`src/hw/tlb_pkg.sv`:
```
package tlb_pkg;

   ////////////////////////////////////////////////
   // Address sizes

   localparam int VA_W   = 32;
   localparam int PA_W   = 36;
   localparam int PAGE_W = 12;                // 4 kB pages

   ////////////////////////////////////////////////
   // Table geometry

   localparam int SETS     = 8;
   localparam int SET_W    = $clog2(SETS);
   localparam int OFFSETS  = 4;               // Entries per set per way
   localparam int OFFSET_W = $clog2(OFFSETS);
   localparam int WAYS     = 2;               // Compared in parallel
   localparam int WAY_W    = $clog2(WAYS);

   // Entry index within a way is {set, offset}
   localparam int ENTRY_W  = SET_W + OFFSET_W;
   localparam int VA_DEPTH = 2 ** ENTRY_W;

   // VA bits left after page offset and set index
   localparam int TAG_W = VA_W - PAGE_W - SET_W;
   localparam int PPN_W = PA_W - PAGE_W;

   // PA storage holds all ways, indexed by {entry, way}
   localparam int PA_IDX_W = ENTRY_W + WAY_W;
   localparam int PA_DEPTH = 2 ** PA_IDX_W;

   ////////////////////////////////////////////////
   // VA word layout

   localparam int VALID_BIT = 0;
   localparam int WR_BIT    = 1;               // Entry is writable
   localparam int TAG_LSB   = 2;

   ////////////////////////////////////////////////
   // Configuration port

   localparam int CFG_ADDR_W  = 9;
   localparam int CFG_DATA_W  = 32;
   localparam int CFG_SEL_BIT = CFG_ADDR_W - 1; // 0 selects VA, 1 selects PA

   // VA write address: [WAY_W-1:0] way, then ENTRY_W bits of entry
   localparam int CFG_VA_ENTRY_LSB = WAY_W;

   ////////////////////////////////////////////////
   // Enums

   typedef enum logic [1:0] {
      S_IDLE,
      S_SEARCH,
      S_WAIT
   } search_state_e;

   typedef enum logic [1:0] {
      R_HIT,
      R_MISS,
      R_PROT,
      R_MULTI
   } result_e;

endpackage

```
`src/hw/tlb_search_ctrl.sv`:
```
module tlb_search_ctrl (
   input  logic                       clk_i,
   input  logic                       rst_ni,
   // Request
   input  logic                       lookup_i,
   input  logic [tlb_pkg::VA_W-1:0]    va_i,
   input  logic                       write_i,
   // From resolve stage
   input  logic                       stop_i,
   input  logic                       done_i,
   // To the ways
   output logic [tlb_pkg::ENTRY_W-1:0] rd_entry_o,
   output logic                       rd_valid_o,
   output logic                       rd_last_o,
   output logic [tlb_pkg::TAG_W-1:0]   tag_o,
   output logic                       write_o,
   // Status
   output logic [tlb_pkg::PAGE_W-1:0]  page_off_o,
   output logic                       busy_o
);

   import tlb_pkg::*;

   search_state_e         state_q, state_d;
   logic [OFFSET_W-1:0]   off_q;
   logic [VA_W-1:0]       va_q;
   logic                  write_q;
   logic                  accept;
   logic [SET_W-1:0]      set_idx;

   ////////////////////////////////////////////////
   // Request capture

   // Busy drops with done, so a request in the result cycle is taken
   assign busy_o = (state_q != S_IDLE) && !done_i;
   assign accept = lookup_i && !busy_o;

   always_ff @(posedge clk_i) begin
      if (accept) begin
         va_q    <= va_i;
         write_q <= write_i;
      end
   end

   assign set_idx    = va_q[PAGE_W +: SET_W];
   assign tag_o      = va_q[VA_W-1 -: TAG_W];
   assign page_off_o = va_q[PAGE_W-1:0];
   assign write_o    = write_q;

   ////////////////////////////////////////////////
   // FSM

   always_comb begin
      state_d = state_q;
      unique case (state_q)
         S_IDLE: begin
            if (accept) state_d = S_SEARCH;
         end
         S_SEARCH: begin
            // Decisive flags or nothing left to issue
            if (stop_i || rd_last_o) state_d = S_WAIT;
         end
         S_WAIT: begin
            if (done_i) state_d = accept ? S_SEARCH : S_IDLE;
         end
         default: state_d = S_IDLE;
      endcase
   end

   always_ff @(posedge clk_i) begin
      if (!rst_ni) begin
         state_q <= S_IDLE;
      end else begin
         state_q <= state_d;
      end
   end

   ////////////////////////////////////////////////
   // Offset walk

   always_ff @(posedge clk_i) begin
      if (!rst_ni) begin
         off_q <= '0;
      end else if (accept) begin
         off_q <= '0;                  // Always start at offset 0
      end else if (rd_valid_o) begin
         off_q <= off_q + 1'b1;
      end
   end

   // Stop kills the issue of the current cycle
   assign rd_valid_o = (state_q == S_SEARCH) && !stop_i;
   assign rd_last_o  = (off_q == OFFSET_W'(OFFSETS - 1));
   assign rd_entry_o = {set_idx, off_q};   // set * OFFSETS + offset

   ////////////////////////////////////////////////
   // Assertions

   a_no_lookup_busy : assert property (@(posedge clk_i) disable iff (!rst_ni)
      lookup_i |-> !busy_o);

   // Resolve only finishes a search this stage has closed
   a_done_in_wait : assert property (@(posedge clk_i) disable iff (!rst_ni)
      done_i |-> state_q == S_WAIT);

endmodule

```
`src/hw/tlb_way.sv`:
```
module tlb_way #(
   parameter int WAY_IDX = 0
) (
   input  logic                          clk_i,
   input  logic                          rst_ni,
   // Configuration writes
   input  logic                          cfg_we_i,
   input  logic [tlb_pkg::CFG_ADDR_W-1:0] cfg_addr_i,
   input  logic [tlb_pkg::CFG_DATA_W-1:0] cfg_wdata_i,
   // From issue stage
   input  logic [tlb_pkg::ENTRY_W-1:0]    rd_entry_i,
   input  logic                          rd_valid_i,
   input  logic                          rd_last_i,
   input  logic [tlb_pkg::TAG_W-1:0]      tag_i,
   input  logic                          write_i,
   // Flags to resolve stage
   output logic                          match_o,
   output logic                          deny_o,
   output logic                          flag_valid_o,
   output logic                          flag_last_o,
   output logic [tlb_pkg::ENTRY_W-1:0]    entry_o
);

   import tlb_pkg::*;

   logic [CFG_DATA_W-1:0]  va_mem [VA_DEPTH];
   logic                   va_we;
   logic [ENTRY_W-1:0]     wr_entry;

   // Read stage
   logic [CFG_DATA_W-1:0]  rd_word_q;
   logic                   rd_valid_q;
   logic                   rd_last_q;
   logic [ENTRY_W-1:0]     rd_entry_q;

   // Compare
   logic                   tag_hit;
   logic                   wr_denied;

   ////////////////////////////////////////////////
   // VA storage

   // Selector 0 and our way number
   assign va_we    = cfg_we_i && !cfg_addr_i[CFG_SEL_BIT]
                     && (cfg_addr_i[WAY_W-1:0] == WAY_W'(WAY_IDX));
   assign wr_entry = cfg_addr_i[CFG_VA_ENTRY_LSB +: ENTRY_W];

   always_ff @(posedge clk_i) begin
      if (va_we) begin
         va_mem[wr_entry] <= cfg_wdata_i;
      end
   end

   always_ff @(posedge clk_i) begin
      if (rd_valid_i) begin
         rd_word_q <= va_mem[rd_entry_i];  // Synchronous read
      end
      rd_last_q  <= rd_last_i;
      rd_entry_q <= rd_entry_i;
   end

   always_ff @(posedge clk_i) begin
      if (!rst_ni) begin
         rd_valid_q <= 1'b0;
      end else begin
         rd_valid_q <= rd_valid_i;
      end
   end

   ////////////////////////////////////////////////
   // Tag compare

   assign tag_hit   = rd_word_q[VALID_BIT] && (rd_word_q[TAG_LSB +: TAG_W] == tag_i);
   assign wr_denied = tag_hit && write_i && !rd_word_q[WR_BIT];

   always_ff @(posedge clk_i) begin
      if (!rst_ni) begin
         flag_valid_o <= 1'b0;
         match_o      <= 1'b0;
         deny_o       <= 1'b0;
      end else begin
         flag_valid_o <= rd_valid_q;
         match_o      <= rd_valid_q && tag_hit;  // Killed reads never match
         deny_o       <= rd_valid_q && wr_denied;
      end
   end

   always_ff @(posedge clk_i) begin
      flag_last_o <= rd_last_q;
      entry_o     <= rd_entry_q;
   end

endmodule

```
`src/hw/tlb_resolve.sv`:
```
module tlb_resolve (
   input  logic                                        clk_i,
   input  logic                                        rst_ni,
   // Configuration writes
   input  logic                                        cfg_we_i,
   input  logic [tlb_pkg::CFG_ADDR_W-1:0]               cfg_addr_i,
   input  logic [tlb_pkg::CFG_DATA_W-1:0]               cfg_wdata_i,
   // Flags from the ways
   input  logic [tlb_pkg::WAYS-1:0]                     match_i,
   input  logic [tlb_pkg::WAYS-1:0]                     deny_i,
   input  logic [tlb_pkg::WAYS-1:0]                     flag_valid_i,
   input  logic [tlb_pkg::WAYS-1:0]                     flag_last_i,
   input  logic [tlb_pkg::WAYS-1:0][tlb_pkg::ENTRY_W-1:0] entry_i,
   // From issue stage
   input  logic [tlb_pkg::PAGE_W-1:0]                   page_off_i,
   // To issue stage
   output logic                                        stop_o,
   output logic                                        done_o,
   // Result
   output logic                                        hit_o,
   output logic                                        miss_o,
   output logic                                        prot_o,
   output logic                                        multi_hit_o,
   output logic [tlb_pkg::PA_W-1:0]                     pa_o
);

   import tlb_pkg::*;

   logic [PPN_W-1:0]     pa_mem [PA_DEPTH];
   logic                 pa_we;
   logic [PA_IDX_W-1:0]  pa_rd_idx;
   logic [PPN_W-1:0]     ppn_q;

   logic                 flags_in;
   logic                 last_in;
   logic [WAY_W:0]       n_match;
   logic [WAY_W-1:0]     hit_way;
   result_e              res_d, res_q;
   logic                 done_q;

   ////////////////////////////////////////////////
   // Merge way flags

   // Late flags of an already finished search are dropped
   assign flags_in = |flag_valid_i && !done_q;
   assign last_in  = |(flag_last_i & flag_valid_i);

   always_comb begin
      n_match = '0;
      hit_way = '0;
      for (int w = 0; w < WAYS; w++) begin
         n_match = n_match + (WAY_W + 1)'(match_i[w]);
         if (match_i[w]) hit_way = WAY_W'(w);
      end
   end

   // Priority: multi, then prot, then hit
   always_comb begin
      if (n_match > 1) begin
         res_d = R_MULTI;
      end else if (|deny_i) begin
         res_d = R_PROT;
      end else if (n_match == 1) begin
         res_d = R_HIT;
      end else begin
         res_d = R_MISS;
      end
   end

   assign stop_o = flags_in && ((n_match != 0) || last_in);

   ////////////////////////////////////////////////
   // Result register

   always_ff @(posedge clk_i) begin
      if (!rst_ni) begin
         done_q <= 1'b0;
         res_q  <= R_MISS;
      end else begin
         done_q <= stop_o;          // One-cycle pulse
         if (stop_o) res_q <= res_d;
      end
   end

   assign done_o      = done_q;
   assign hit_o       = done_q && (res_q == R_HIT);
   assign miss_o      = done_q && (res_q == R_MISS);
   assign prot_o      = done_q && (res_q == R_PROT);
   assign multi_hit_o = done_q && (res_q == R_MULTI);

   ////////////////////////////////////////////////
   // PA storage

   assign pa_we     = cfg_we_i && cfg_addr_i[CFG_SEL_BIT];
   assign pa_rd_idx = {entry_i[hit_way], hit_way};   // entry * WAYS + way

   always_ff @(posedge clk_i) begin
      if (pa_we) begin
         pa_mem[cfg_addr_i[PA_IDX_W-1:0]] <= cfg_wdata_i[PPN_W-1:0];
      end
   end

   // Read alongside the result register
   always_ff @(posedge clk_i) begin
      if (stop_o) begin
         ppn_q <= pa_mem[pa_rd_idx];
      end
   end

   assign pa_o = {ppn_q, page_off_i};  // Offset held by the issue stage

   ////////////////////////////////////////////////
   // Assertions

   // All ways run in lockstep, so their flags arrive together
   a_flags_aligned : assert property (@(posedge clk_i) disable iff (!rst_ni)
      flag_valid_i == '0 || flag_valid_i == '1);

   a_deny_has_match : assert property (@(posedge clk_i) disable iff (!rst_ni)
      (deny_i & ~match_i) == '0);

endmodule

```
`src/hw/tlb_l2_top.sv`:
```
module tlb_l2_top (
   input  logic                          clk_i,
   input  logic                          rst_ni,
   // Lookup request
   input  logic                          lookup_i,
   input  logic [tlb_pkg::VA_W-1:0]       va_i,
   input  logic                          write_i,
   // Configuration writes
   input  logic                          cfg_we_i,
   input  logic [tlb_pkg::CFG_ADDR_W-1:0] cfg_addr_i,
   input  logic [tlb_pkg::CFG_DATA_W-1:0] cfg_wdata_i,
   // Status and result
   output logic                          busy_o,
   output logic                          hit_o,
   output logic                          miss_o,
   output logic                          prot_o,
   output logic                          multi_hit_o,
   output logic [tlb_pkg::PA_W-1:0]       pa_o
);

   import tlb_pkg::*;

   // Issue stage to ways
   logic [ENTRY_W-1:0]            rd_entry;
   logic                          rd_valid;
   logic                          rd_last;
   logic [TAG_W-1:0]              tag;
   logic                          write_req;
   logic [PAGE_W-1:0]             page_off;

   // Ways to resolve stage
   logic [WAYS-1:0]               way_match;
   logic [WAYS-1:0]               way_deny;
   logic [WAYS-1:0]               way_valid;
   logic [WAYS-1:0]               way_last;
   logic [WAYS-1:0][ENTRY_W-1:0]  way_entry;

   // Resolve stage back to issue stage
   logic                          stop;
   logic                          done;

   tlb_search_ctrl u_search_ctrl (
      .clk_i      ( clk_i     ),
      .rst_ni     ( rst_ni    ),
      .lookup_i   ( lookup_i  ),
      .va_i       ( va_i      ),
      .write_i    ( write_i   ),
      .stop_i     ( stop      ),
      .done_i     ( done      ),
      .rd_entry_o ( rd_entry  ),
      .rd_valid_o ( rd_valid  ),
      .rd_last_o  ( rd_last   ),
      .tag_o      ( tag       ),
      .write_o    ( write_req ),
      .page_off_o ( page_off  ),
      .busy_o     ( busy_o    )
   );

   for (genvar w = 0; w < WAYS; w++) begin : g_way
      tlb_way #(
         .WAY_IDX ( w )
      ) u_way (
         .clk_i        ( clk_i        ),
         .rst_ni       ( rst_ni       ),
         .cfg_we_i     ( cfg_we_i     ),
         .cfg_addr_i   ( cfg_addr_i   ),
         .cfg_wdata_i  ( cfg_wdata_i  ),
         .rd_entry_i   ( rd_entry     ),
         .rd_valid_i   ( rd_valid     ),
         .rd_last_i    ( rd_last      ),
         .tag_i        ( tag          ),
         .write_i      ( write_req    ),
         .match_o      ( way_match[w] ),
         .deny_o       ( way_deny[w]  ),
         .flag_valid_o ( way_valid[w] ),
         .flag_last_o  ( way_last[w]  ),
         .entry_o      ( way_entry[w] )
      );
   end

   tlb_resolve u_resolve (
      .clk_i        ( clk_i       ),
      .rst_ni       ( rst_ni      ),
      .cfg_we_i     ( cfg_we_i    ),
      .cfg_addr_i   ( cfg_addr_i  ),
      .cfg_wdata_i  ( cfg_wdata_i ),
      .match_i      ( way_match   ),
      .deny_i       ( way_deny    ),
      .flag_valid_i ( way_valid   ),
      .flag_last_i  ( way_last    ),
      .entry_i      ( way_entry   ),
      .page_off_i   ( page_off    ),
      .stop_o       ( stop        ),
      .done_o       ( done        ),
      .hit_o        ( hit_o       ),
      .miss_o       ( miss_o      ),
      .prot_o       ( prot_o      ),
      .multi_hit_o  ( multi_hit_o ),
      .pa_o         ( pa_o        )
   );

   // Table contents must not change under a running search
   a_cfg_idle : assert property (@(posedge clk_i) disable iff (!rst_ni)
      cfg_we_i |-> !busy_o);

endmodule

```
`config.mk`:
```
export PLATFORM = sky130hd
export DESIGN_NAME = tlb_l2_top
export DESIGN_NICKNAME = d
export VERILOG_FILES = /design/src/hw/tlb_pkg.sv /design/src/hw/tlb_search_ctrl.sv /design/src/hw/tlb_way.sv /design/src/hw/tlb_resolve.sv /design/src/hw/tlb_l2_top.sv
export SDC_FILE = /design/constraint.sdc
export NUM_CORES = 2
export LEC_CHECK = 0
export BUFFER_PORTS_ARGS = -buffer_cell sky130_fd_sc_hd__clkbuf_2
export CORE_MARGIN = 2
export CORE_UTILIZATION = 60
export DETAILED_ROUTE_END_ITERATION = 16
export PLACE_DENSITY_LB_ADDON = 0.3
export SETUP_SLACK_MARGIN = 0.3
export SLEW_MARGIN = 10
export SYNTH_ARGS = -nofsm -noshare
export SYNTH_HDL_FRONTEND = slang
export SYNTH_HIERARCHICAL = 1
export SYNTH_SLANG_ARGS = --single-unit
```
`constraint.sdc`:
```
create_clock -name clk_i -period 5.7 [get_ports clk_i]
set_clock_uncertainty 0.05 [all_clocks]
set_input_delay 1.14 -clock clk_i [delete_from_list [all_inputs] [get_ports clk_i]]
set_output_delay 1.14 -clock clk_i [all_outputs]
set_load 0.1 [all_outputs]
```
==> flow_summary.toml <==
[critical_path]
critPathBufInv = 0
startpoint_type = "flip-flop"
worst-endpoint-required_ps = 6430
cp-end-kind = "flip-flop"
path_delay_family = "compound AO/OA/AOI/OAI gates"
arrival_ps = 4540
r2r-end = "u_resolve/ppn_q[22]$_DFFE_PP_"
criticalPathCategory = "reg -> reg"
slowest_stage = "a2111oi_1"
path_cells = "nor2_1 > a32oi_2 > o22ai_1 > a2111oi_1 > or4_1"
path_max_fanout = 38
r2r_start = "g_way[0].u_way/entry_o[0]$_DFF_P_"
timing.reg2reg.worst_path_depth = 5
slowest_delay_ps = 1200
rrSetupSlack_ps = 1890

[placement]
gp_congestion = 0.839
placed_cell_area_mm2 = 0.116
numPortBuffers = 108
hpwl_mm = 153

[drt]
dr.pass1.iters = 6
ant_nets = 0
viasPerCell = 6.46
drt_wl_total_mm = 274
drc = 0
drtIter0Drc = 6943
highest_layer = "met5"
met2RoutedLength_mm = 133
routedWlPerCell_um = 29.8
wl_met1_mm = 105
vias = 59400
met3_length_mm = 24.9

[cts]
cts.path.max_buffers = 4
clock_sink_count = 2886
clk_latency_ps = 920
clock-root-buffer = "clkbuf_16"
cts_tree = "yes"
path_clk_slew_ps = 60
cts_resized = 0
htree_levels = 5
numCtsBuffers = 295
hold_buffers = 0
cts_setup_buffers = 0

[logic_synthesis]
synth_area_leaders = "edfxtp_1, mux2i_1, a22oi_1"
seq_area_frac_synth = 0.766
ys_seq_elements = 2886
synth_edf_count = 2847
synth_area_mm2 = 0.113
synthDominantAreaCellType = "edfxtp_1"
yosysMostFrequentCell = "edfxtp_1"
synth_nets = 6282
synthFlopType = "edfxtp_1"
synth_cell_type_count = 59
synthArstFlopShare = 0
synthTopCellsByCount = "edfxtp_1, mux2i_1, a22oi_1"
yosysWarnings = 6
synthCells = 6201
synth.top_cell.area_share = 0.759
synth.avg_cell_area_um2 = 18.2

[status]
status = "finished, final reports clean"

[worst_hold_path]
worstHoldPathType = "reg -> reg"
min_path_cells = 0
hold_start = "g_way[0].u_way/rd_entry_q[4]$_DFF_P_"
hold_path_end = "g_way[0].u_way/entry_o[4]$_DFF_P_"

[final_layout]
nets = 6568
syn2layout_area_growth_pct = 11.3
drive_above_1_share = 0.132
fin_area_mm2 = 0.125

[global_routing]
grt_antenna_before_repair = 13
grt_pass1_wl_mm = 390
grt_pass1_vias = 57800
grt_max_degree = 93
track_usage = 0.281
overflow = 0

[sta]
grt_setup_unrepaired = "no"
period_needed_ps = 3810
setup_viol = 0
relSlewSlack = 0.104
timing.final.crit_share = 0.668
hold_ws_ps = 268
worst_pin_slew_ps = 1340
drv_slew = 0
tns_ps = 0
fmax_ghz = 0.263
hold_viol = 0

[floorplanning]
core_area_mm2 = 0.187
io_pins = 119
rows = 159
initial_core_util = 0.602
die_width_um = 437
die_area_mm2 = 0.191
fp.dieH_um = 437

[power_and_ir_drop]
irDropWorstVdd_mv = 0.322
power_density_mw_per_mm2 = 348
p_leak_uw = 0.0388

[run]
maxCapViolCount = 0
-- logic make-up after synthesis --
logic type / after synthesis / share of synthesized area
adder cells (fa/ha/maj): 3 / 0.000333
AO/OA/AOI/OAI: 680 / 0.0433
flip-flops: 2886 / 0.766
XOR/XNOR: 35 / 0.00272
buffers and inverters: 365 / 0.0204
AND/OR/NAND/NOR: 684 / 0.0298
multiplexers: 1548 / 0.138
-- per-layer routing --
| metal | vias up | global-route usage |
|---|---|---|
| met5 | - | 0 |
| met4 | 10 | 0.116 |
| met3 | 591 | 0.0547 |
| met2 | 3011 | 0.455 |
| met1 | 30500 | 0.378 |
| li1 | 25300 | - |
-- cell usage in the layout (no fill, tap or decap), types with 9 or more instances in the layout --
master        n
nor2_2       97
mux2i_1    1517
nand2_1     132
buf_12       12
o22ai_1      85
a22oi_1     297
a211oi_1     16
a22o_1       90
mux2_2       31
xor2_1       26
clkbuf_16   301
clkinv_2     31
clkbuf_2     89
nor3_1       44
a21oi_1      76
or4_1        23
a2111oi_0    23
buf_4       244
o211ai_1      9
nand3_1     148
nor2_1      101
nand2b_1     10
clkinv_1     58
nor2b_1      19
dfxtp_1      33
xnor2_1       9
a31oi_1      46
edfxtp_1   2847
o21ai_0      16
nand3b_1     10
nand4_1      45
bufinv_16    19
clkbuf_1     80
-- flip-flops by register name, indices dropped and copies added (netlist names) --
| name | count |
|---|---|
| g_way.u_way/va_mem | 1216 |
| g_way.u_way/rd_last_q | 2 |
| u_search_ctrl/off_q | 2 |
| u_resolve/pa_mem | 1536 |
| g_way.u_way/rd_word_q | 38 |
| u_search_ctrl/state_q | 2 |
| u_resolve/done_o | 1 |
| g_way.u_way/deny_o | 2 |
| g_way.u_way/match_o | 2 |
| u_resolve/ppn_q | 24 |
| u_search_ctrl/write_o | 1 |
| g_way.u_way/rd_valid_q | 2 |
| u_search_ctrl/va_q | 32 |
| u_resolve/res_q | 2 |
| g_way.u_way/flag_last_o | 2 |
| g_way.u_way/entry_o | 10 |
| g_way.u_way/flag_valid_o | 2 |
| g_way.u_way/rd_entry_q | 10 |
-- worst max path at each step --
stage / start / to / depth (start not counted) / slack [ps]
2_1_floorplan: g_way[1].u_way/match_o$_SDFF_PN0_ / u_search_ctrl/off_q[0]$_SDFFE_PP0P_ / 12 / 1740
3_3_place_gp: cfg_addr_i[0] / g_way[1].u_way/va_mem[6][10]$_DFFE_PP_ / 5 / 1750
3_5_place_dp: cfg_addr_i[0] / g_way[1].u_way/va_mem[19][15]$_DFFE_PP_ / 5 / 1670
4_1_cts: g_way[0].u_way/entry_o[0]$_DFF_P_ / u_resolve/ppn_q[22]$_DFFE_PP_ / 5 / 2020
5_1_grt: g_way[0].u_way/entry_o[0]$_DFF_P_ / u_resolve/ppn_q[22]$_DFFE_PP_ / 5 / 1960
6_report: g_way[0].u_way/entry_o[0]$_DFF_P_ / u_resolve/ppn_q[22]$_DFFE_PP_ / 5 / 1890
-- metrics by stage --
stage	util	cells	setup WS, ps	total power, uW
global route	0.670	9190	1960	44700
global placement	0.622	8685	1750	25900
finish	0.670	9196	1890	43700
detailed placement	0.622	8685	1670	26000
floorplan	-	6201	1740	25100
CTS	0.670	9188	2020	43800
-- worst reg2reg max path: stages (launching register included) --
cell	delay (ps)
dfxtp_4	820
nor2_1	190
a32oi_2	920
o22ai_1	240
a2111oi_1	1200
or4_1	260
-- power by group --
part           internal [uW]  switching (uW)
clock network          10600            7560
logic                    602            1390
registers              23500            96.4
-- layout make-up --
class / instances / area [um2]
clock buffer: 387 / 7920
fill: 12000 / 61800
sequential: 2886 / 86300
inverter: 9 / 38.8
multi-input combinational: 2950 / 24500
clock inverter: 116 / 1010
tap: 2495 / 3120
antenna: 8 / 20.0
timing repair buffer: 345 / 2520
Power figures use the tool's default switching activity.
